**src/vdp_pkg.sv**
```systemverilog
package vdp_pkg;

  // Data path word, also the width of every CSR
  typedef logic [63:0] vdp_word_t;

  // Byte address into the shared memory
  typedef logic [31:0] vdp_addr_t;

  // Byte offset into the register file
  typedef logic [5:0] vdp_csr_addr_t;

  // Register map
  localparam vdp_csr_addr_t CSR_A_PTR   = 6'h00;
  localparam vdp_csr_addr_t CSR_B_PTR   = 6'h08;
  localparam vdp_csr_addr_t CSR_LEN     = 6'h10;
  localparam vdp_csr_addr_t CSR_START   = 6'h18;
  localparam vdp_csr_addr_t CSR_STATUS  = 6'h20;
  localparam vdp_csr_addr_t CSR_RES_PTR = 6'h28;
  localparam vdp_csr_addr_t CSR_RESULT  = 6'h30;

  // Address step between consecutive vector elements
  localparam int unsigned WORD_BYTES = 8;

endpackage
```
**src/vdp_reduce.sv**
```systemverilog
module vdp_reduce #(
  parameter int LANES = 8
) (
  input  logic                           clk_i,
  input  logic                           reset_i,
  input  logic                           go_i,
  input  vdp_pkg::vdp_word_t [LANES-1:0] prods_i,
  output logic                           sum_v_o,
  output vdp_pkg::vdp_word_t             sum_o
);

  localparam int LEVELS = $clog2(LANES);

  vdp_pkg::vdp_word_t sum_q;
  logic               sum_v_q;

  // Level l holds LANES >> l partial sums
  for (genvar l = 0; l <= LEVELS; l++) begin : lvl
    vdp_pkg::vdp_word_t v [LANES >> l];
    for (genvar j = 0; j < (LANES >> l); j++) begin : node
      if (l == 0) begin : leaf
        assign v[j] = prods_i[j];
      end else begin : add
        assign v[j] = lvl[l-1].v[2*j] + lvl[l-1].v[2*j+1];
      end
    end
  end

  always_ff @(posedge clk_i) begin
    if (reset_i) begin
      sum_v_q <= 1'b0;
    end else begin
      sum_v_q <= go_i;
    end
  end

  always_ff @(posedge clk_i) begin
    if (go_i) begin
      sum_q <= lvl[LEVELS].v[0];
    end
  end

  assign sum_v_o = sum_v_q;
  assign sum_o   = sum_q;

endmodule

```
**config.mk**
```make
export PLATFORM = sky130hd
export DESIGN_NAME = vdp_reduce
export DESIGN_NICKNAME = d
export VERILOG_FILES = /design/src/vdp_pkg.sv /design/src/vdp_reduce.sv
export SDC_FILE = /design/constraint.sdc
export NUM_CORES = 1
export LEC_CHECK = 0
export ABC_CLOCK_PERIOD_IN_PS = 8800
export CAP_MARGIN = 20
export CORE_MARGIN = 5
export CORE_UTILIZATION = 30
export DETAILED_ROUTE_END_ITERATION = 12
export DONT_BUFFER_PORTS = 1
export HOLD_SLACK_MARGIN = 0.15
export SETUP_SLACK_MARGIN = 0.15
export SYNTH_ARGS = -nofsm -noshare
export SYNTH_HDL_FRONTEND = slang
export SYNTH_SLANG_ARGS = --single-unit
```
**constraint.sdc**
```tcl
create_clock -name clk_i -period 8.8 [get_ports clk_i]
set_input_delay 1.76 -clock clk_i [delete_from_list [all_inputs] [get_ports clk_i]]
set_output_delay 1.76 -clock clk_i [all_outputs]
set_load 0.02 [all_outputs]
```
==> metrics.md <==
| Metric | Value |
|---|---|
| CP endpoint kind | register |
| DIE AREA | between 0.05 and 0.06 mm^2 |
| Max incr delay on CP | ~0.66 ns |
| Final hold violations | 0 |
| Top post-synthesis cells by area | fa_1 47%, inv_1 19%, edfxtp_1 12%, ha_1 5.0%, xnor2_1 2.5% |
| DR vias | approximately 11000 |
| Nets@finish | about 2700 |
| CP cell instances | inv_1 > fa_1 > inv_1 > fa_1 > fa_1 > inv_1 > fa_1 > inv_1 > ha_1 > a21oi_1 > nand4b_1 > a21oi_1 > o21ai_0 > a221oi_1 > nor3_1 > o31ai_1 > a41oi_1 > a21oi_1 > xnor2_1 |
| Port bufs | 0 |
| PwrDens | 488 mW/mm^2 |
| # IOs | 580 |
| Post-route DRC | 0 |
| Place WS | between 1 and 1.5 ns |
| H-tree levels | 3 |
| Syn_area_per_cell | between 9 and 10 um^2 |
| RSZ-0062 raised after global routing | false |
| Syn_nets | ~2700 |
| Die height | ~240 um |
| Share of cells above drive strength 1 | 0.0189 |
| Async SR Flop Fraction | 0 |
| Fmax | between 0.1 and 0.15 GHz |
| Most frequent cells in the layout | 799 x inv_1, 375 x fa_1, 70 x a21oi_1 |
| Slew headroom | 0.524 |
| Synth Warn # | 0 |
| Worst-Margin Slew | 0.707 ns |
| WP data arrival | about 7.2 ns |
| CP max FO | 3 |
| Wire length per cell | ~19 um |
| Leak pwr | 9.32 nW |
| Post-Route WL | 45800 um |
| Fraction of power spent switching nets | 0.539 |
| Drt pass-1 iters | 5 |
| Max Cap Violations | 0 |
| CP required | 8.93 ns |
| Yosys top cell area share | 0.469 |
| Vias in the first global route | roughly 12000 |
| Root Driver | clkbuf_16 |
| Internal | slightly below 4 mW |
| Final worst path period share | 0.807 |
| Crit. path cell count | 19 |
| Hold WC Path Type | input port to register |
| Initial antenna violation count | 1 |
| Slowest CP cell | a221oi_1 |
| Flop and latch count out of synthesis | 65 |
| Largest net degree at the start of global routing | 66 |
| Worst Hold Slack | 1.44 ns |
| Routability cong. | between 0.9 and 1 |
| Setup_tns | 0 ns |
| CP delay by family, top | adder cells |
| Num CTS Buffers | 9 |
| Cell row count | 84 |
| Commonest non-fill, non-tap cell in the layout | inv_1 |
| Initial Utilization | 0.304 |
| Number of flops mapped to enable cells by yosys | 64 |
| Sw Pwr | ~4.5 mW |
| Worst-path clk slew | ~0.060 ns |
| Sequential-to-total area share from yosys stat | 0.121 |
| Setup crit end | sum_o[63]$_DFFE_PP_ |
| Final setup violation count | 0 |
| Unique masters post-synth | 63 |
| Slew Viols, Final | 0 |
| Clk sinks | 65 |
| Min Tclk post-route | about 7.1 ns |
| Die X-Extent | ~240 um |
| Top FF cell, synth | edfxtp_1 |
| Crit path buffers/inverters | 4 |
| First-pass GRT wire length | 68400 um |
| GRT Total Usage | 0.158 |
| CP startpoint kind | input port |
| Setup CP Type | input port to register |
| Vias/cell | about 4.4 |
| Core Region | approximately 0.053 mm^2 |
| Setup Buffers After CTS | 0 |
| Fin worst setup slack | between 1.5 and 2 ns |
| Max Root-Sink Buffers | 2 |
| Syn Std Cell Area | approximately 0.016 mm^2 |
| IR drop worst, VDD | between 150 and 200 uV |
| Clock group share of total power | 0.046 |
| Detailed Route Iter0 Violations | 344 |
| Grt ovf | 0 |
| Seq pwr share | 0.145 |
| Post-CTS sizing | 0 |
| Final standard cell area without fillers | about 0.017 mm^2 |
| Layout area overhead | 7.05% |
| ANT nets after route | 0 |
| Critical Path Source | prods_i[195] |
| Post-synthesis instance total | approximately 1700 |
| DPL Wire Length | 42800 um |
| Synth area leader | fa_1 |
| Status | completed |
| Hold-fix buffers at CTS | 0 |
| TritonCTS clock tree | yes |
| Post-DP Area | about 0.017 mm^2 |
| Comb pwr share | 0.809 |
-- flip-flops by register name, summed over array words and instances (netlist names) --
register	flops
sum_v_o	1
sum_o	64
-- power by group through the flow --
stage | Clock (mW) | Sequential, mW | Combinational [mW]
final | 0.387 | 1.21 | 6.76
after global routing | 0.416 | 1.24 | 7.69
after CTS | 0.410 | 1.22 | 6.91
after detailed placement | 0 | 1.22 | 6.86
after global placement | 0 | 1.23 | 6.79
after floorplan | 0 | 1.12 | 5.10
-- synthesized netlist by cell type, types with 5 or more instances --
cell type and n:
inv_1 799, fa_1 375, a21oi_1 70, edfxtp_1 64
ha_1 64, nand2_1 49, xnor2_1 46, a21o_1 30
nor2_1 30, o21ai_0 30, xor2_1 19, o21bai_1 16
nand3_1 12, nor2b_1 10, nand4_1 9, nor3_1 9
clkbuf_1 8, and3_1 7, nand2b_1 7, o21a_1 6
o31ai_1 5
-- worst min-delay path by stage --
stage,to,from,cells after the start
floorplan,sum_v_o$_SDFF_PP0_,reset_i,1
global placement,sum_v_o$_SDFF_PP0_,reset_i,1
CTS,sum_v_o$_SDFF_PP0_,reset_i,1
finish,sum_v_o$_SDFF_PP0_,reset_i,1
detailed placement,sum_v_o$_SDFF_PP0_,reset_i,1
global route,sum_v_o$_SDFF_PP0_,reset_i,1
-- logic make-up (layout without fill, tap and decap cells) --
kind of cell               count (synthesis)  in the layout  share of synthesized area
AOI/OAI and AO/OA                        206            206                     0.0875
xor gates and xnor gates                  65             65                     0.0356
adders and majority gates                439            439                      0.519
buffers and inverters                    809            816                      0.190
DFF                                       65             65                      0.121
other                                      0              1                          0
and+or+nand+nor                          151            151                     0.0460
-- cell type report --
cell class	count	area [um^2]
clock buffers	10	229
fillers	5404	35500
well taps	688	861
clock inverters	6	67.6
inverters	799	3000
repair buffers	1	7.51
flip-flops and latches	65	1940
multi-input cells	861	11000
diodes	1	2.50
-- routing by layer --
| layer | global-route usage | part of all wire | vias up |
|---|---|---|---|
| met3 | 0.0577 | 0.091 | 28 |
| met2 | 0.305 | 0.55 | 423 |
| met5 | 0 | 0 | - |
| li1 | - | - | 4885 |
| met1 | 0.162 | 0.34 | 5277 |
| met4 | 0.0376 | 0.016 | 0 |
-- per-stage QoR --
stage / util / power, mW / instances
finish: 0.325 / 8.36 / 2431
global route: 0.325 / 9.35 / 2431
CTS: 0.325 / 8.54 / 2430
detailed placement: 0.319 / 8.08 / 2414
global placement: 0.319 / 8.02 / 2414
floorplan: - / 6.22 / 1735
Power figures use the tool's default switching activity.
