### src/vdp_pkg.sv
package vdp_pkg;

  // Data path word, also the width of every CSR
  typedef logic [63:0] vdp_word_t;

  // Byte address into the shared memory
  typedef logic [31:0] vdp_addr_t;

  // Byte offset into the register file
  typedef logic [5:0] vdp_csr_addr_t;

  // Register map
  localparam vdp_csr_addr_t CSR_A_PTR   = 6'h00;
  localparam vdp_csr_addr_t CSR_B_PTR   = 6'h08;
  localparam vdp_csr_addr_t CSR_LEN     = 6'h10;
  localparam vdp_csr_addr_t CSR_START   = 6'h18;
  localparam vdp_csr_addr_t CSR_STATUS  = 6'h20;
  localparam vdp_csr_addr_t CSR_RES_PTR = 6'h28;
  localparam vdp_csr_addr_t CSR_RESULT  = 6'h30;

  // Address step between consecutive vector elements
  localparam int unsigned WORD_BYTES = 8;

endpackage
### src/vdp_if.sv
interface vdp_cfg_if;

  vdp_pkg::vdp_addr_t a_ptr;
  vdp_pkg::vdp_addr_t b_ptr;
  vdp_pkg::vdp_addr_t res_ptr;
  vdp_pkg::vdp_word_t len;
  logic               start;
  logic               busy;
  // done pulses once per run, result is valid with it
  logic               done;
  vdp_pkg::vdp_word_t result;

  modport csr (
    output a_ptr, b_ptr, res_ptr, len, start,
    input  busy, done, result
  );

  modport ctrl (
    input  a_ptr, b_ptr, res_ptr, len, start,
    output busy, done, result
  );

endinterface


### src/vdp_csr.sv
module vdp_csr (
  input  logic                   clk_i,
  input  logic                   reset_i,
  input  logic                   csr_v_i,
  input  logic                   csr_we_i,
  input  vdp_pkg::vdp_csr_addr_t csr_addr_i,
  input  vdp_pkg::vdp_word_t     csr_wdata_i,
  output vdp_pkg::vdp_word_t     csr_rdata_o,
  output logic                   csr_rvalid_o,
  vdp_cfg_if.csr                 cfg_o
);

  vdp_pkg::vdp_addr_t a_ptr_q;
  vdp_pkg::vdp_addr_t b_ptr_q;
  vdp_pkg::vdp_addr_t res_ptr_q;
  vdp_pkg::vdp_word_t len_q;
  vdp_pkg::vdp_word_t result_q;
  vdp_pkg::vdp_word_t rdata_q;
  vdp_pkg::vdp_word_t rd_mux;
  logic               done_q;
  logic               start_q;
  logic               rvalid_q;
  logic               wr;
  logic               rd;

  assign wr = csr_v_i & csr_we_i;
  assign rd = csr_v_i & ~csr_we_i;

  always_ff @(posedge clk_i) begin
    if (reset_i) begin
      a_ptr_q   <= '0;
      b_ptr_q   <= '0;
      res_ptr_q <= '0;
      len_q     <= '0;
      result_q  <= '0;
      done_q    <= 1'b0;
      start_q   <= 1'b0;
      rvalid_q  <= 1'b0;
    end else begin
      // A start that lands while a run is pending or active is dropped
      start_q  <= wr && (csr_addr_i == vdp_pkg::CSR_START) && !cfg_o.busy && !start_q;
      rvalid_q <= rd;
      if (wr) begin
        case (csr_addr_i)
          vdp_pkg::CSR_A_PTR:   a_ptr_q   <= csr_wdata_i[31:0];
          vdp_pkg::CSR_B_PTR:   b_ptr_q   <= csr_wdata_i[31:0];
          vdp_pkg::CSR_LEN:     len_q     <= csr_wdata_i;
          vdp_pkg::CSR_RES_PTR: res_ptr_q <= csr_wdata_i[31:0];
          default: ;
        endcase
      end
      if (start_q) begin
        done_q <= 1'b0;
      end else if (cfg_o.done) begin
        done_q <= 1'b1;
      end
      if (cfg_o.done) begin
        result_q <= cfg_o.result;
      end
    end
  end

  always_comb begin
    case (csr_addr_i)
      vdp_pkg::CSR_A_PTR:   rd_mux = vdp_pkg::vdp_word_t'(a_ptr_q);
      vdp_pkg::CSR_B_PTR:   rd_mux = vdp_pkg::vdp_word_t'(b_ptr_q);
      vdp_pkg::CSR_LEN:     rd_mux = len_q;
      vdp_pkg::CSR_STATUS:  rd_mux = {62'b0, done_q, cfg_o.busy};
      vdp_pkg::CSR_RES_PTR: rd_mux = vdp_pkg::vdp_word_t'(res_ptr_q);
      vdp_pkg::CSR_RESULT:  rd_mux = result_q;
      default:              rd_mux = '0;
    endcase
  end

  always_ff @(posedge clk_i) begin
    if (rd) begin
      rdata_q <= rd_mux;
    end
  end

  assign csr_rdata_o  = rdata_q;
  assign csr_rvalid_o = rvalid_q;

  assign cfg_o.a_ptr   = a_ptr_q;
  assign cfg_o.b_ptr   = b_ptr_q;
  assign cfg_o.res_ptr = res_ptr_q;
  assign cfg_o.len     = len_q;
  assign cfg_o.start   = start_q;

endmodule

### src/flat_wrapper.sv
// flat-port wrapper written by rule: the top's interface ports become plain ports
module vdp_csr_flat 
  (clk_i, reset_i, csr_v_i, csr_we_i, csr_addr_i, csr_wdata_i, csr_rdata_o, csr_rvalid_o, cfg_o_a_ptr, cfg_o_b_ptr, cfg_o_res_ptr, cfg_o_len, cfg_o_start, cfg_o_busy, cfg_o_done, cfg_o_result);
  vdp_cfg_if cfg_o_i ();
  input  logic clk_i;
  input  logic reset_i;
  input  logic csr_v_i;
  input  logic csr_we_i;
  input  vdp_pkg::vdp_csr_addr_t csr_addr_i;
  input  vdp_pkg::vdp_word_t csr_wdata_i;
  output vdp_pkg::vdp_word_t csr_rdata_o;
  output logic csr_rvalid_o;
  output wire logic [$bits(cfg_o_i.a_ptr)-1:0] cfg_o_a_ptr;
  output wire logic [$bits(cfg_o_i.b_ptr)-1:0] cfg_o_b_ptr;
  output wire logic [$bits(cfg_o_i.res_ptr)-1:0] cfg_o_res_ptr;
  output wire logic [$bits(cfg_o_i.len)-1:0] cfg_o_len;
  output wire logic [$bits(cfg_o_i.start)-1:0] cfg_o_start;
  input wire logic [$bits(cfg_o_i.busy)-1:0] cfg_o_busy;
  input wire logic [$bits(cfg_o_i.done)-1:0] cfg_o_done;
  input wire logic [$bits(cfg_o_i.result)-1:0] cfg_o_result;
  assign cfg_o_a_ptr = cfg_o_i.a_ptr;
  assign cfg_o_b_ptr = cfg_o_i.b_ptr;
  assign cfg_o_res_ptr = cfg_o_i.res_ptr;
  assign cfg_o_len = cfg_o_i.len;
  assign cfg_o_start = cfg_o_i.start;
  assign cfg_o_i.busy = cfg_o_busy;
  assign cfg_o_i.done = cfg_o_done;
  assign cfg_o_i.result = cfg_o_result;
  vdp_csr u_core (.clk_i(clk_i), .reset_i(reset_i), .csr_v_i(csr_v_i), .csr_we_i(csr_we_i), .csr_addr_i(csr_addr_i), .csr_wdata_i(csr_wdata_i), .csr_rdata_o(csr_rdata_o), .csr_rvalid_o(csr_rvalid_o), .cfg_o(cfg_o_i));
endmodule
### config.mk
export PLATFORM = sky130hd
export DESIGN_NAME = vdp_csr_flat
export DESIGN_NICKNAME = d
export VERILOG_FILES = /design/src/vdp_pkg.sv /design/src/vdp_if.sv /design/src/vdp_csr.sv /design/src/flat_wrapper.sv
export SDC_FILE = /design/constraint.sdc
export NUM_CORES = 1
export LEC_CHECK = 0
export BUFFER_PORTS_ARGS = -buffer_cell sky130_fd_sc_hd__buf_4
export CORE_MARGIN = 4
export CORE_UTILIZATION = 40
export CTS_BUF_LIST = sky130_fd_sc_hd__clkbuf_8
export DETAILED_ROUTE_END_ITERATION = 7
export PLACE_DENSITY = 0.66
export SYNTH_ARGS = -nofsm -noshare
export SYNTH_HDL_FRONTEND = slang
export SYNTH_SLANG_ARGS = --single-unit
### constraint.sdc
create_clock -name clk_i -period 7.7 [get_ports clk_i]
set_clock_uncertainty 0.1 [all_clocks]
set_input_delay 1.155 -clock clk_i [delete_from_list [all_inputs] [get_ports clk_i]]
set_output_delay 1.155 -clock clk_i [all_outputs]
set_load 0.02 [all_outputs]
==> results.json <==
{
  "avgSynthCellArea_um2": 11.1,
  "slew_headroom_pct": 28.4,
  "die_h_um": 184,
  "met1_length_um": 16300,
  "setup_viol": 0,
  "syn2layout_area_growth_pct": 31.8,
  "status": "finished clean",
  "cp-end-kind": "flip-flop",
  "yosys_warnings": 0,
  "drc": 0,
  "synth_cell_type_count": 28,
  "via_count": 9581,
  "clock-root-buffer": "clkbuf_8",
  "die_x_um": 184,
  "startpoint": "csr_addr_i[5]",
  "clock.fmax_ghz": 0.278,
  "rrSetupSlack_ps": 6400,
  "grt_antenna_before_repair": 1,
  "p_leak_nw": 7.38,
  "postPlaceCellArea_um2": 15300,
  "initial_core_util_pct": 40.5,
  "wl_per_cell_um": 20.6,
  "clock_latency_ps": 560,
  "coreArea_um2": 30500,
  "synth_top_cell_by_area": "dfxtp_1",
  "grt_pass1_wl_um": 57900,
  "layout_common_cells": "374 x buf_4, 252 x mux2i_1, 227 x dfxtp_1",
  "routed.top_layer": "met4",
  "htree_levels": 2,
  "overflow": 0,
  "grt_max_degree": 107,
  "synth_area_leaders": "dfxtp_1 37%, mux2i_1 20%, edfxtp_1 16%",
  "fin_cells": 1883,
  "dieArea_um2": 33800,
  "yosysSeqAreaShare_pct": 52.4,
  "power_density_nw_per_um2": 194,
  "cp.arrival_ps": 3950,
  "mappedNetlistArea_um2": 12400,
  "dr_wl_met2_um": 17700,
  "drt_iter0_markers": 496,
  "ys_ff_latch": 291,
  "clkSinkCount": 291,
  "synth_top_cell_area_share_pct": 36.8,
  "cap_violations": 0,
  "cp_slowest_stage_delay_ps": 970,
  "cts_max_path_buffers": 3,
  "fillers": 2742,
  "hp-class": "flip-flop to flip-flop",
  "dp_hpwl_um": 25600,
  "final_nets": 1585,
  "path_max_fanout": 36,
  "path_cells": "buf_4, nor2b_4, nand4_4, mux2i_1",
  "grt_pass1_vias": 9844,
  "numPortBuffers": 365,
  "final_area_um2": 16300,
  "gp_congestion": 0.774,
  "cts_tree": "yes",
  "cts_buffers": 50,
  "hold_start": "u_core.done_q",
  "slowest_stage": "nor2b_4",
  "setup_tns_ps": 0,
  "finalHoldViolCount": 0,
  "vias_per_cell": 5.09,
  "rows": 64,
  "maxSlewViolCount": 0,
  "worst_slew_pin_slew_ps": 1070,
  "holdWs_ps": 350,
  "ant_nets": 0,
  "multi_input_area_um2": 5560,
  "required_ps": 8050,
  "syn-num-nets": 1248,
  "min_period_ps": 3590,
  "crit_type": "primary input to flip-flop",
  "dpl.cell_count": 1789,
  "cts_resized": 0,
  "io_pins": 366,
  "clk_pin_slew_ps": 60,
  "vdd_drop_max_uv": 119,
  "post-cts-setup-buffers": 0,
  "synth_cells": 1108,
  "wirelength_um": 38900,
  "startpoint_type": "primary input",
  "met3_length_um": 3870,
  "drive_gt1_share_pct": 31.2,
  "layout_commonest_cell": "buf_4",
  "fin_crit_sh_pct": 46.7,
  "postCtsHoldBufs": 0,
  "ff_latch_area_um2": 6470,
  "rr_startpoint": "u_core.cfg_o.len[1]",
  "drt_first_pass_iters": 4,
  "grtUsageTotal_pct": 21.9,
  "rsz0062_at_grt": "no"
}
[cells in the mapped netlist]
master	number
edfxtp_1	64
nand4_1	17
a22o_1	32
mux4_2	2
nor2_1	65
nand4_2	2
o221ai_1	14
buf_1	13
o21a_1	1
nor4_2	1
buf_2	17
and2_1	1
nor2b_1	5
nor2_2	1
nand3_1	84
buf_4	6
nor3b_1	1
mux2_2	16
mux2i_1	252
nor4b_4	1
dfxtp_1	227
nand4_4	1
nand2b_1	224
and3_1	1
and4_1	1
nor3_2	1
clkbuf_1	54
nand2_1	4
[metal layers]
| metal | GRT usage [%] | vias up |
|---|---|---|
| met1 | 27.9 | 4585 |
| met5 | 0 | - |
| met2 | 34.9 | 361 |
| li1 | - | 4570 |
| met3 | 8.05 | 65 |
| met4 | 6.33 | 0 |
[cell families (layout without fill, tap and decap cells)]
| family | after synthesis | after routing | synth area share (%) |
|---|---|---|---|
| AOI/OAI and AO/OA | 47 | 47 | 3.32 |
| buffers and inverters | 90 | 468 | 3.09 |
| and+or+nand+nor | 410 | 410 | 19.0 |
| muxes | 270 | 270 | 22.2 |
| DFF | 291 | 291 | 52.4 |
| other | 0 | 1 | 0 |
[cell type report]
class                           count  area share, %
Clock buffer                       58           4.90
Multi-Input combinational cell    727           34.2
Clock inverter                     35          0.830
Timing Repair Buffer              375           17.3
Sequential cell                   291           39.7
Antenna cell                        1         0.0154
Tap cell                          396           3.04
[power breakdown]
group          total, W  switching [W]  internal [W]
Clock           0.00130       0.000617      0.000681
Combinational  0.000256       0.000136      0.000120
Sequential      0.00161      0.0000168       0.00159
[worst max-delay path: cells and delay by family]
family	cells	cell delay, ps
buf+inv	1	520
simple gates	2	1790
mux	1	420
[final timing paths]
check	end	cells after the start
setup / recovery	u_core.cfg_o.res_ptr[8]	4
hold / removal	u_core.done_q	1
setup reg to reg	u_core.csr_rdata_o[1]	3
hold reg to reg	u_core.done_q	1
[state kept, by name (all words and copies together), names as in the netlist]
register / cells
u_core.cfg_o.b_ptr: 32
u_core.cfg_o.a_ptr: 32
u_core.csr_rdata_o: 64
u_core.cfg_o.start: 1
u_core.cfg_o.len: 64
u_core.result_q: 64
u_core.csr_rvalid_o: 1
u_core.cfg_o.res_ptr: 32
u_core.done_q: 1
[stage by stage]
stage	setup slack, ps	total power [W]	utilization (%)
after floorplan	2780	0.00178	-
after global routing	3950	0.00329	53.4
after detailed placement	3470	0.00190	50.3
after CTS	4080	0.00320	53.3
final	4110	0.00316	53.4
after global placement	3570	0.00190	50.3
Note: power is estimated with default switching activity, not from simulation.
