<file path="src/vdp_pkg.sv">
package vdp_pkg;

  // Data path word, also the width of every CSR
  typedef logic [63:0] vdp_word_t;

  // Byte address into the shared memory
  typedef logic [31:0] vdp_addr_t;

  // Byte offset into the register file
  typedef logic [5:0] vdp_csr_addr_t;

  // Register map
  localparam vdp_csr_addr_t CSR_A_PTR   = 6'h00;
  localparam vdp_csr_addr_t CSR_B_PTR   = 6'h08;
  localparam vdp_csr_addr_t CSR_LEN     = 6'h10;
  localparam vdp_csr_addr_t CSR_START   = 6'h18;
  localparam vdp_csr_addr_t CSR_STATUS  = 6'h20;
  localparam vdp_csr_addr_t CSR_RES_PTR = 6'h28;
  localparam vdp_csr_addr_t CSR_RESULT  = 6'h30;

  // Address step between consecutive vector elements
  localparam int unsigned WORD_BYTES = 8;

endpackage
</file>
<file path="src/vdp_if.sv">
interface vdp_cfg_if;

  vdp_pkg::vdp_addr_t a_ptr;
  vdp_pkg::vdp_addr_t b_ptr;
  vdp_pkg::vdp_addr_t res_ptr;
  vdp_pkg::vdp_word_t len;
  logic               start;
  logic               busy;
  // done pulses once per run, result is valid with it
  logic               done;
  vdp_pkg::vdp_word_t result;

  modport csr (
    output a_ptr, b_ptr, res_ptr, len, start,
    input  busy, done, result
  );

  modport ctrl (
    input  a_ptr, b_ptr, res_ptr, len, start,
    output busy, done, result
  );

endinterface

interface vdp_lane_if #(
  parameter int LANES = 8
);

  localparam int IDX_W = $clog2(LANES);

  logic               clear;
  logic               wr;
  logic               sel_b;
  logic [IDX_W-1:0]   idx;
  vdp_pkg::vdp_word_t data;

  modport ctrl (output clear, wr, sel_b, idx, data);

  modport lane (input clear, wr, sel_b, idx, data);

endinterface

</file>
<file path="src/vdp_ctrl.sv">
module vdp_ctrl #(
  parameter int LANES = 8
) (
  input  logic               clk_i,
  input  logic               reset_i,
  input  logic               mem_rvalid_i,
  input  vdp_pkg::vdp_word_t mem_rdata_i,
  input  logic               sum_v_i,
  input  vdp_pkg::vdp_word_t sum_i,
  output logic               mem_req_o,
  output logic               mem_we_o,
  output vdp_pkg::vdp_addr_t mem_addr_o,
  output vdp_pkg::vdp_word_t mem_wdata_o,
  output logic               go_o,
  vdp_cfg_if.ctrl            cfg_i,
  vdp_lane_if.ctrl           lane_o
);

  localparam int IDX_W = $clog2(LANES);
  localparam int CNT_W = IDX_W + 1;

  typedef enum logic [2:0] {
    IDLE,
    REQ,
    WAIT_DATA,
    REDUCE,
    STORE,
    WAIT_STORE
  } state_e;

  state_e             state_q;
  state_e             state_d;
  logic [IDX_W-1:0]   idx_q;
  logic [CNT_W-1:0]   len_q;
  logic [CNT_W-1:0]   len_clamp;
  logic               sel_b_q;
  logic               pend_q;
  logic               go_q;
  vdp_pkg::vdp_word_t sum_q;
  logic               launch;
  logic               rd_ok;
  logic               last_elem;
  vdp_pkg::vdp_addr_t base;

  assign len_clamp = (cfg_i.len > vdp_pkg::vdp_word_t'(LANES)) ? CNT_W'(LANES)
                                                                : cfg_i.len[CNT_W-1:0];
  assign launch    = (state_q == IDLE) && cfg_i.start;
  assign rd_ok     = (state_q == WAIT_DATA) && mem_rvalid_i;
  assign last_elem = ({1'b0, idx_q} == len_q - 1'b1);

  always_comb begin
    state_d = state_q;
    case (state_q)
      IDLE:       if (cfg_i.start) state_d = (len_clamp == '0) ? REDUCE : REQ;
      REQ:        state_d = WAIT_DATA;
      WAIT_DATA:  if (mem_rvalid_i) state_d = (last_elem && sel_b_q) ? REDUCE : REQ;
      REDUCE:     if (sum_v_i) state_d = STORE;
      STORE:      state_d = WAIT_STORE;
      WAIT_STORE: if (mem_rvalid_i) state_d = IDLE;
      default:    state_d = IDLE;
    endcase
  end

  always_ff @(posedge clk_i) begin
    if (reset_i) begin
      state_q <= IDLE;
      idx_q   <= '0;
      len_q   <= '0;
      sel_b_q <= 1'b0;
      pend_q  <= 1'b0;
      go_q    <= 1'b0;
    end else begin
      state_q <= state_d;
      // Lanes load, then products register, then the tree is sampled
      pend_q  <= (launch && len_clamp == '0) || (rd_ok && last_elem && sel_b_q);
      go_q    <= pend_q;
      if (launch) begin
        len_q   <= len_clamp;
        idx_q   <= '0;
        sel_b_q <= 1'b0;
      end else if (rd_ok) begin
        if (last_elem) begin
          idx_q   <= '0;
          sel_b_q <= 1'b1;
        end else begin
          idx_q <= idx_q + 1'b1;
        end
      end
    end
  end

  always_ff @(posedge clk_i) begin
    if (sum_v_i) begin
      sum_q <= sum_i;
    end
  end

  assign base        = sel_b_q ? cfg_i.b_ptr : cfg_i.a_ptr;
  assign mem_req_o   = (state_q == REQ) || (state_q == STORE);
  assign mem_we_o    = (state_q == STORE);
  assign mem_addr_o  = (state_q == STORE) ? cfg_i.res_ptr
                     : base + vdp_pkg::vdp_addr_t'(idx_q) * vdp_pkg::WORD_BYTES;
  assign mem_wdata_o = sum_q;
  assign go_o        = go_q;

  assign cfg_i.busy   = (state_q != IDLE);
  assign cfg_i.done   = (state_q == WAIT_STORE) && mem_rvalid_i;
  assign cfg_i.result = sum_q;

  assign lane_o.clear = launch;
  assign lane_o.wr    = rd_ok;
  assign lane_o.sel_b = sel_b_q;
  assign lane_o.idx   = idx_q;
  assign lane_o.data  = mem_rdata_i;

endmodule

</file>
<file path="src/flat_wrapper.sv">
// flat-port wrapper written by rule: the top's interface ports become plain ports
module vdp_ctrl_flat 
#(
  parameter int LANES = 8
)
  (clk_i, reset_i, mem_rvalid_i, mem_rdata_i, sum_v_i, sum_i, mem_req_o, mem_we_o, mem_addr_o, mem_wdata_o, go_o, cfg_i_a_ptr, cfg_i_b_ptr, cfg_i_res_ptr, cfg_i_len, cfg_i_start, cfg_i_busy, cfg_i_done, cfg_i_result, lane_o_clear, lane_o_wr, lane_o_sel_b, lane_o_idx, lane_o_data);
  vdp_cfg_if cfg_i_i ();
  vdp_lane_if #(.LANES(LANES)) lane_o_i ();
  input  logic clk_i;
  input  logic reset_i;
  input  logic mem_rvalid_i;
  input  vdp_pkg::vdp_word_t mem_rdata_i;
  input  logic sum_v_i;
  input  vdp_pkg::vdp_word_t sum_i;
  output logic mem_req_o;
  output logic mem_we_o;
  output vdp_pkg::vdp_addr_t mem_addr_o;
  output vdp_pkg::vdp_word_t mem_wdata_o;
  output logic go_o;
  input wire logic [$bits(cfg_i_i.a_ptr)-1:0] cfg_i_a_ptr;
  input wire logic [$bits(cfg_i_i.b_ptr)-1:0] cfg_i_b_ptr;
  input wire logic [$bits(cfg_i_i.res_ptr)-1:0] cfg_i_res_ptr;
  input wire logic [$bits(cfg_i_i.len)-1:0] cfg_i_len;
  input wire logic [$bits(cfg_i_i.start)-1:0] cfg_i_start;
  output wire logic [$bits(cfg_i_i.busy)-1:0] cfg_i_busy;
  output wire logic [$bits(cfg_i_i.done)-1:0] cfg_i_done;
  output wire logic [$bits(cfg_i_i.result)-1:0] cfg_i_result;
  output wire logic [$bits(lane_o_i.clear)-1:0] lane_o_clear;
  output wire logic [$bits(lane_o_i.wr)-1:0] lane_o_wr;
  output wire logic [$bits(lane_o_i.sel_b)-1:0] lane_o_sel_b;
  output wire logic [$bits(lane_o_i.idx)-1:0] lane_o_idx;
  output wire logic [$bits(lane_o_i.data)-1:0] lane_o_data;
  assign cfg_i_i.a_ptr = cfg_i_a_ptr;
  assign cfg_i_i.b_ptr = cfg_i_b_ptr;
  assign cfg_i_i.res_ptr = cfg_i_res_ptr;
  assign cfg_i_i.len = cfg_i_len;
  assign cfg_i_i.start = cfg_i_start;
  assign cfg_i_busy = cfg_i_i.busy;
  assign cfg_i_done = cfg_i_i.done;
  assign cfg_i_result = cfg_i_i.result;
  assign lane_o_clear = lane_o_i.clear;
  assign lane_o_wr = lane_o_i.wr;
  assign lane_o_sel_b = lane_o_i.sel_b;
  assign lane_o_idx = lane_o_i.idx;
  assign lane_o_data = lane_o_i.data;
  vdp_ctrl #(.LANES(LANES)) u_core (.clk_i(clk_i), .reset_i(reset_i), .mem_rvalid_i(mem_rvalid_i), .mem_rdata_i(mem_rdata_i), .sum_v_i(sum_v_i), .sum_i(sum_i), .mem_req_o(mem_req_o), .mem_we_o(mem_we_o), .mem_addr_o(mem_addr_o), .mem_wdata_o(mem_wdata_o), .go_o(go_o), .cfg_i(cfg_i_i), .lane_o(lane_o_i));
endmodule
</file>
<file path="config.mk">
export PLATFORM = sky130hd
export DESIGN_NAME = vdp_ctrl_flat
export DESIGN_NICKNAME = d
export VERILOG_FILES = /design/src/vdp_pkg.sv /design/src/vdp_if.sv /design/src/vdp_ctrl.sv /design/src/flat_wrapper.sv
export SDC_FILE = /design/constraint.sdc
export NUM_CORES = 1
export LEC_CHECK = 0
export BUFFER_PORTS_ARGS = -buffer_cell sky130_fd_sc_hd__buf_2
export CAP_MARGIN = 25
export CORE_AREA = 2 2 207 209
export CTS_CLUSTER_SIZE = 24
export DETAILED_ROUTE_END_ITERATION = 16
export DIE_AREA = 0 0 209 211
export PLACE_DENSITY = 0.39
export SLEW_MARGIN = 10
export SYNTH_ARGS = -nofsm -noshare
export SYNTH_HDL_FRONTEND = slang
export SYNTH_SLANG_ARGS = --single-unit
</file>
<file path="constraint.sdc">
create_clock -name clk_i -period 7.59 [get_ports clk_i]
set_input_delay 0.3795 -clock clk_i [delete_from_list [all_inputs] [get_ports clk_i]]
set_output_delay 0.3795 -clock clk_i [all_outputs]
set_load 0.02 [all_outputs]
</file>
==> metrics, run 1 <==
outcome finished, final reports clean; GRT Residual Overflow 0; number of setup buffers added after CTS 0; endpoint of the worst register-to-register path u_core.lane_o.idx[0]$_SDFFE_PP0P_; cell area after placement 0.00700 mm^2; Worst-Skew Late Latency between 0.3 and 0.4 ns; layout cell share with drive strength beyond 1 between 50% and 60%; GRT Total Usage just over 9%; # port buffers 399; leakage power total about 3.2 nW; clock tree from TritonCTS built; global-route track usage on met2 between 10% and 20%; area of the die 0.0441 mm^2; power density normalized to cell area between 150 and 200 mW/mm^2; cts repair resizes 0; Worst Hold Class input pin to flip-flop; sequential-to-total area share from yosys stat 40.6%; overall via count from detail_route 4955; initial antenna violation count 4; wire length of the first global-routing pass slightly below 30000 um; origin of the critical flop-to-flop path u_core.state_q[1]$_SDFFE_PP0P_; cells taking the most area after synthesis edfxtp_1, buf_4, dfxtp_1; maximum number of buffers from clock root to sink 2; type of the worst setup path flip-flop to primary output; Register-to-Register Setup Slack 5.51 ns; initial standard-cell utilization of the core about an eighth; fraction of synthesis flops using an asynchronous set or reset pin 0%; endpoints failing setup 0; core box area roughly 0.042 mm^2; worst path required time about 7 ns; worst setup path startpoint u_core.lane_o.sel_b$_SDFFE_PP0P_; worst hold start sum_i[43]; Power Total about 1.2 mW; HPWL after detailed placement 17900 um; transition time at the pin with the least slew margin approximately 0.90 ns; per-cell routed wire length 15.7 um; Routability Congestion about 0.76; capture point of the critical path mem_addr_o[23]; number of flops mapped to enable cells by yosys 64; DRC violations left 0; met1 usage in global routing between 9 and 10%; netlist area before placement about 0.0054 mm^2; Worst Skew roughly 0.0053 ns; height of the chip 211 um; GRT Max-Usage Layer met2; # nets final 1102; pin count of the biggest net entering global routing 68; synthesized netlist cell count approximately 540; First-pass DRT Iterations 4; Worst IR Drop VDD approximately 0.10 mV; number of placement rows 75; unrepaired setup endpoints after global routing false; number of storage elements in the synthesis netlist 77; Critical Path, Cell by Cell mux2_2 > ha_1 > inv_1 > fa_1 > nor2b_1 > o211a_1 > nand4_2 > and3_1 > nor3_2 > buf_2; final critical path time including I/O delays and setup around 4.1 ns; clock transition at the register clock pins on the worst setup and hold paths after CTS ~0.070 ns; H-tree depth reported by CTS 3; pins over their slew limit 0; leading area contributor after synthesis edfxtp_1; max capacitance violation total 0; Die W 209 um; number of clock sinks between 70 and 80; post-synthesis net count 838; startpoint type of the worst setup path flip-flop; share of the synthesized area in the top cell type 35.8%; number of buffers inserted during clock tree synthesis 9; worst rel slew slack roughly 40%; cell count of the worst reg-to-reg path 5; number of hold buffers added after CTS 0; DR iter-0 viols roughly 210; clock root cell clkbuf_16; highest net fanout along the worst path 67; area used by multi-input combinational logic around 0.0021 mm^2; area of all sequential standard cells roughly 0.0022 mm^2; total negative setup slack 0 ns; count of pins on the block boundary between 500 and 600; count of yosys warnings during synthesis 0; smallest setup slack after layout ~3.5 ns; syn_area_per_cell roughly 10 um^2; number of failing hold endpoints at the final stage 0; commonest register cell after synthesis edfxtp_1; CP Data Arrival Time about 3.7 ns; final instance area about 0.0073 mm^2; hold depth 1; Worst setup EP type primary output; vias in the first global route 4912; drt via density about 3.7; distinct cell type count after synthesis between 60 and 70; post-placement setup slack around 3.8 ns; met3 track demand over resource in global routing around 2.8%; slowest CP cell dfxtp_4; final critical-path share of the clock period 53.9%; CP peak stage delay just under 0.9 ns; post-route ant nets 0; Area growth syn-to-layout 35.8%; maximum clock frequency roughly 0.24 GHz; total wire length after detailed routing ~21000 um; number of filler instances in the final layout roughly 4700
[per-stage QoR]
stage / cells / util (%) / hold WS (ns)
2_1_floorplan: 539 / - / 0.414
3_3_place_gp: 1331 / 16.8 / 0.426
3_5_place_dp: 1331 / 16.8 / 0.434
4_1_cts: 1347 / 17.5 / 0.177
5_1_grt: 1348 / 17.5 / 0.182
6_report: 1348 / 17.5 / 0.200
[cells by family after synthesis]
group           after synthesis  share of synthesized area (%)
mux                          36                           7.03
fa+ha+maj                     6                           1.54
simple gates                166                           17.0
buf+inv                     159                           20.7
flops                        77                           40.6
compound gates               73                           9.57
xor+xnor                     22                           3.58
[flip-flops by register name (all words and copies together) (netlist names)]
signal,flops
u_core.cfg_i.result,64
u_core.len_q,4
u_core.lane_o.idx,3
u_core.state_q,3
u_core.go_o,1
u_core.lane_o.sel_b,1
u_core.pend_q,1
[worst min-delay path by stage]
stage / to / slack, ns
final: u_core.cfg_i.result[43]$_DFFE_PP_ / 0.20
after global routing: u_core.cfg_i.result[43]$_DFFE_PP_ / 0.18
after CTS: u_core.cfg_i.result[43]$_DFFE_PP_ / 0.18
after detailed placement: u_core.go_o$_SDFF_PP0_ / 0.43
after global placement: u_core.go_o$_SDFF_PP0_ / 0.43
after floorplan: u_core.go_o$_SDFF_PP0_ / 0.41
[Yosys cell counts (6+ instances only)]
cell / instances
nor2_1: 30
dfxtp_1: 13
nand4_1: 17
nand2_1: 39
o21ai_0: 19
a21oi_1: 15
inv_1: 9
buf_2: 12
xnor2_1: 17
mux2i_1: 24
edfxtp_1: 64
clkbuf_1: 6
mux2_2: 11
buf_4: 129
nor3_1: 9
nand3_1: 19
nor4_1: 16
[final cells by class]
cell class                 instances  area share (%)
sequential                        77            29.9
inverter                          10           0.514
antenna                            1          0.0343
timing repair buffer             402            27.7
tap                              539            9.24
clock buffer                       9            3.09
clock inverter                     7           0.994
multi-input combinational        303            28.5
[worst max-delay path, delay by kind of cell, from the launching register on]
kind / cells / cell delay (ns)
DFF: 1 / 0.89
AOI/OAI and AO/OA: 1 / 0.44
and+or+nand+nor: 4 / 0.90
buffers and inverters: 2 / 0.24
adders and majority gates: 2 / 0.55
muxes: 1 / 0.30
[report_power, final]
group | leakage [nW] | switching [mW] | internal (mW)
sequential | 0.733 | 0.0209 | 0.491
combinational | 2.28 | 0.176 | 0.107
clock | 0.144 | 0.182 | 0.256
total | 3.16 | 0.378 | 0.854
[per-layer routing]
layer / vias to the layer above / wire length [um]
met5: - / 18
met4: 2 / 979
met3: 52 / 1670
met2: 306 / 10300
met1: 2236 / 8180
li1: 2359 / -
[cells in the final DEF (no fill, tap or decap), types with 2 or more instances in the layout]
cell         n
xnor2_1     17
mux2_2      11
nor2_1      30
o21ai_0     19
nor4_1      16
nand4_1     17
nand2_1     39
buf_4        3
xor2_1       5
nand3_1     19
buf_2      399
a32o_1       4
mux2i_1     24
clkbuf_16    9
nand2b_1     2
o311ai_0     2
o31ai_1      3
nand4b_1     5
a21oi_1     15
dfxtp_1     12
o311a_1      2
or3_1        2
edfxtp_1    64
nor2b_1      4
inv_1        9
nand3b_1     4
or2_2        5
a31oi_1      3
nor3_1       9
and4_1       2
inv_6        3
a311oi_1     2
o22ai_1      5
o21a_1       4
ha_1         5
nand4_2      4
Power figures use the tool's default switching activity.
==> run 2: changes to the inputs <==
- CORE_AREA: 2 2 207 209 -> 2 2 203 205
- DIE_AREA: 0 0 209 211 -> 0 0 205 207
- PLACE_DENSITY: 0.39 -> 0.4
- clock period: 7.59 -> 3.9 ns (I/O delays scaled with it)
==> run 2 against run 1 <==
Clock power up 90%. Register-to-register slack worse by 3.6 ns. Combinational power up 110%. Cell count up 3.3%. Die area down 3.8%. Clock skew up 0.0017 ns. Wire length up 3.8%. Via count up 4.4%. Critical path depth unchanged. Global-route usage up 0.79 points. First-iteration DRC count down 33%. Critical endpoint is now mem_addr_o[11]. Largest cell class is now non-clock buffers. Highest routed layer is now met4.
==> metrics, run 2 (synthesized netlist as in run 1, its figures left out) <==
outcome finished, final reports clean (unchanged); initial antenna violation count 1 (was 4); Worst Hold Class input pin to flip-flop (unchanged); initial standard-cell utilization of the core 13.3% (was 12.9%); Die W 205 um (was 209 um); Worst-Skew Late Latency 0.35 ns (about the same); layout cell share with drive strength beyond 1 52.2% (was 55.4%); final critical path time including I/O delays and setup between 3 and 4 ns; area used by multi-input combinational logic 0.00208 mm^2 (unchanged); wire length of the first global-routing pass 30700 um (was 29600 um); number of buffers inserted during clock tree synthesis 9 (unchanged); CP peak stage delay 0.45 ns (was 0.89 ns); worst setup path startpoint u_core.lane_o.sel_b$_SDFFE_PP0P_ (unchanged); # port buffers 399 (unchanged); cell area after placement 0.00701 mm^2 (was 0.00700 mm^2); clock tree from TritonCTS built (unchanged); total buffers and inverters traversed by the critical path 2 (unchanged); area of the die 0.0424 mm^2 (was 0.0441 mm^2); area of all sequential standard cells 0.00218 mm^2 (was 0.00219 mm^2); startpoint type of the worst setup path flip-flop (unchanged); number of filler instances in the final layout 4546 (was 4724); count of pins on the block boundary 528 (unchanged); GRT Total Usage 9.93% (was 9.14%); leakage power total 3.38 nW (was 3.16 nW); highest net fanout along the worst path 9 (was 67); Area growth syn-to-layout 45.0% (was 35.8%); max capacitance violation total 0 (unchanged); pin count of the biggest net entering global routing 68 (unchanged); GRT Residual Overflow 0 (unchanged); worst path required time 3.70 ns (was 7.21 ns); transition time at the pin with the least slew margin 0.856 ns (was 0.898 ns); core box area 0.0404 mm^2 (was 0.0418 mm^2); total wire length after detailed routing 21900 um (was 21100 um); final critical-path share of the clock period between 80 and 90%; number of placement rows 74 (was 75); DR iter-0 viols 139 (was 209); drt via density 3.71 (was 3.68); final instance area 0.00780 mm^2 (was 0.00730 mm^2); capture point of the critical path mem_addr_o[11] (was mem_addr_o[23]); endpoint of the worst register-to-register path u_core.lane_o.idx[0]$_SDFFE_PP0P_ (unchanged); total negative setup slack 0 ns (unchanged); number of setup buffers added after CTS 0 (unchanged); Largest register FFs 64 (unchanged); met3 track demand over resource in global routing 2.05% (was 2.80%); global-route track usage on met2 17.7% (was 15.7%); vias in the first global route 5035 (was 4912); slowest CP cell o311ai_0 (was dfxtp_4); number of failing hold endpoints at the final stage 0 (unchanged); post-route ant nets 0 (unchanged); overall via count from detail_route 5171 (was 4955); Routability Congestion 0.790 (was 0.757); leading cell type in the layout, fill and taps excluded buf_2 (unchanged); most used cells in the layout excluding fill and tap cells buf_2, edfxtp_1, dlygate4sd3_1 (was buf_2, edfxtp_1, nand2_1); post-route insts no fill 1392 (was 1348); cell count of the worst reg-to-reg path 7 (was 5); type of the worst setup path flip-flop to primary output (unchanged); clock root cell clkbuf_16 (unchanged); count of cell instances traversed by the critical path 10 (unchanged); maximum number of buffers from clock root to sink 2 (unchanged); DRC violations left 0 (unchanged); Worst IR Drop VDD 0.159 mV (was 0.104 mV); GRT Max-Usage Layer met2 (unchanged); category of cells accounting for the largest share of critical-path delay compound AO/OA/AOI/OAI gates (was simple AND/OR/NAND/NOR gates); CP Data Arrival Time 3.19 ns (was 3.72 ns); hold depth 1 (unchanged); worst rel slew slack 42.9% (was 39.7%); post-placement setup slack 0.796 ns (was 3.80 ns); met1 usage in global routing 10.8% (was 9.77%); height of the chip 207 um (was 211 um); endpoints failing setup 0 (unchanged); diode count 0 (was 1); maximum clock frequency 0.296 GHz; Worst setup EP type primary output (unchanged); pins over their slew limit 0 (unchanged); number of clock sinks 77 (unchanged); unrepaired setup endpoints after global routing false (unchanged); # nets final 1154 (was 1102); H-tree depth reported by CTS 3 (unchanged); origin of the critical flop-to-flop path u_core.len_q[0]$_SDFFE_PP0P_ (was u_core.state_q[1]$_SDFFE_PP0P_); Placed Instances 1326 (was 1331); HPWL after detailed placement 18400 um (was 17900 um); smallest setup slack after layout 0.519 ns (was 3.50 ns); power density normalized to cell area 310 mW/mm^2 (was 169 mW/mm^2); clock transition at the register clock pins on the worst setup and hold paths after CTS 0.06 ns (was 0.07 ns); Critical Path, Cell by Cell mux2_2 > ha_1 > inv_1 > fa_1 > nor2b_1 > o211a_1 > nand3_1 > xor2_1 > o311ai_0 > buf_2 (was mux2_2 > ha_1 > inv_1 > fa_1 > nor2b_1 > o211a_1 > nand4_2 > and3_1 > nor3_2 > buf_2); Worst Skew 0.00696 ns (was 0.00528 ns); per-cell routed wire length 15.7 um (about the same); First-pass DRT Iterations 4 (unchanged); Register-to-Register Setup Slack 1.92 ns (was 5.51 ns)
## run 2: cell count changes in the layout (fill, tap and decap cells not counted), sizes merged
| cell | previous run | this run |
|---|---|---|
| inv | 13 | 11 |
| diode | 1 | 0 |
| clkinvlp | 1 | 0 |
| clkinv | 2 | 5 |
| dlygate4sd3 | 0 | 50 |
| buf | 402 | 404 |
## run 2: routing by layer
metal / vias up / wire, um / part of all wire [%]
met5: - / 0 / 0
met4: 0 / 884 / 4.0
met3: 49 / 1450 / 6.6
met2: 314 / 11000 / 50
met1: 2346 / 8630 / 39
li1: 2462 / - / -
## run 2: worst register-to-register path, delay by kind of cell, from the launching register on
kind	cells	cell delay, ns
AOI/OAI and AO/OA	1	0.26
DFF	1	0.45
buffers and inverters	1	0.08
xor gates and xnor gates	1	0.22
adders and majority gates	1	0.21
and+or+nand+nor	3	0.66
## run 2: final cells by class
class                           instances  share of cell area (%)
Sequential cell                        77                    28.0
Multi-Input combinational cell        303                    26.7
Inverter                               10                   0.481
Timing Repair Buffer                  454                    32.5
Clock inverter                          7                   0.835
Clock buffer                            9                    2.89
Tap cell                              532                    8.54
## run 2: power by group
group	leakage [nW]	switching [mW]	internal (mW)
clock network	0.145	0.340	0.492
logic	2.50	0.351	0.240
registers	0.732	0.0391	0.956
## run 2: through the flow
step / util, % / hold slack [ns] / total power, mW
final: 19.3 / 0.0257 / 2.42
after global routing: 19.3 / 0.000351 / 2.55
after CTS: 19.3 / 0.0000721 / 2.47
after detailed placement: 17.4 / 0.373 / 1.57
after global placement: 17.4 / 0.372 / 1.57
after floorplan: - / 0.264 / 1.42
## run 2: worst min-delay path by stage
stage               from                                end  slack [ns]
6_report       sum_i[36]  u_core.cfg_i.result[36]$_DFFE_PP_        0.03
5_1_grt        sum_i[28]  u_core.cfg_i.result[28]$_DFFE_PP_      0.0004
4_1_cts        sum_i[36]  u_core.cfg_i.result[36]$_DFFE_PP_     0.00007
3_5_place_dp   sum_i[61]  u_core.cfg_i.result[61]$_DFFE_PP_        0.37
3_3_place_gp   sum_i[39]  u_core.cfg_i.result[39]$_DFFE_PP_        0.37
2_1_floorplan    reset_i     u_core.state_q[2]$_SDFFE_PP0P_        0.26
## run 2: what timing repair did
action                     in CTS  in global routing
hold buffers                   50                  0
setup endpoints to repair       0                  0
gates resized for setup         0                  0
hold endpoints to repair       50                  0
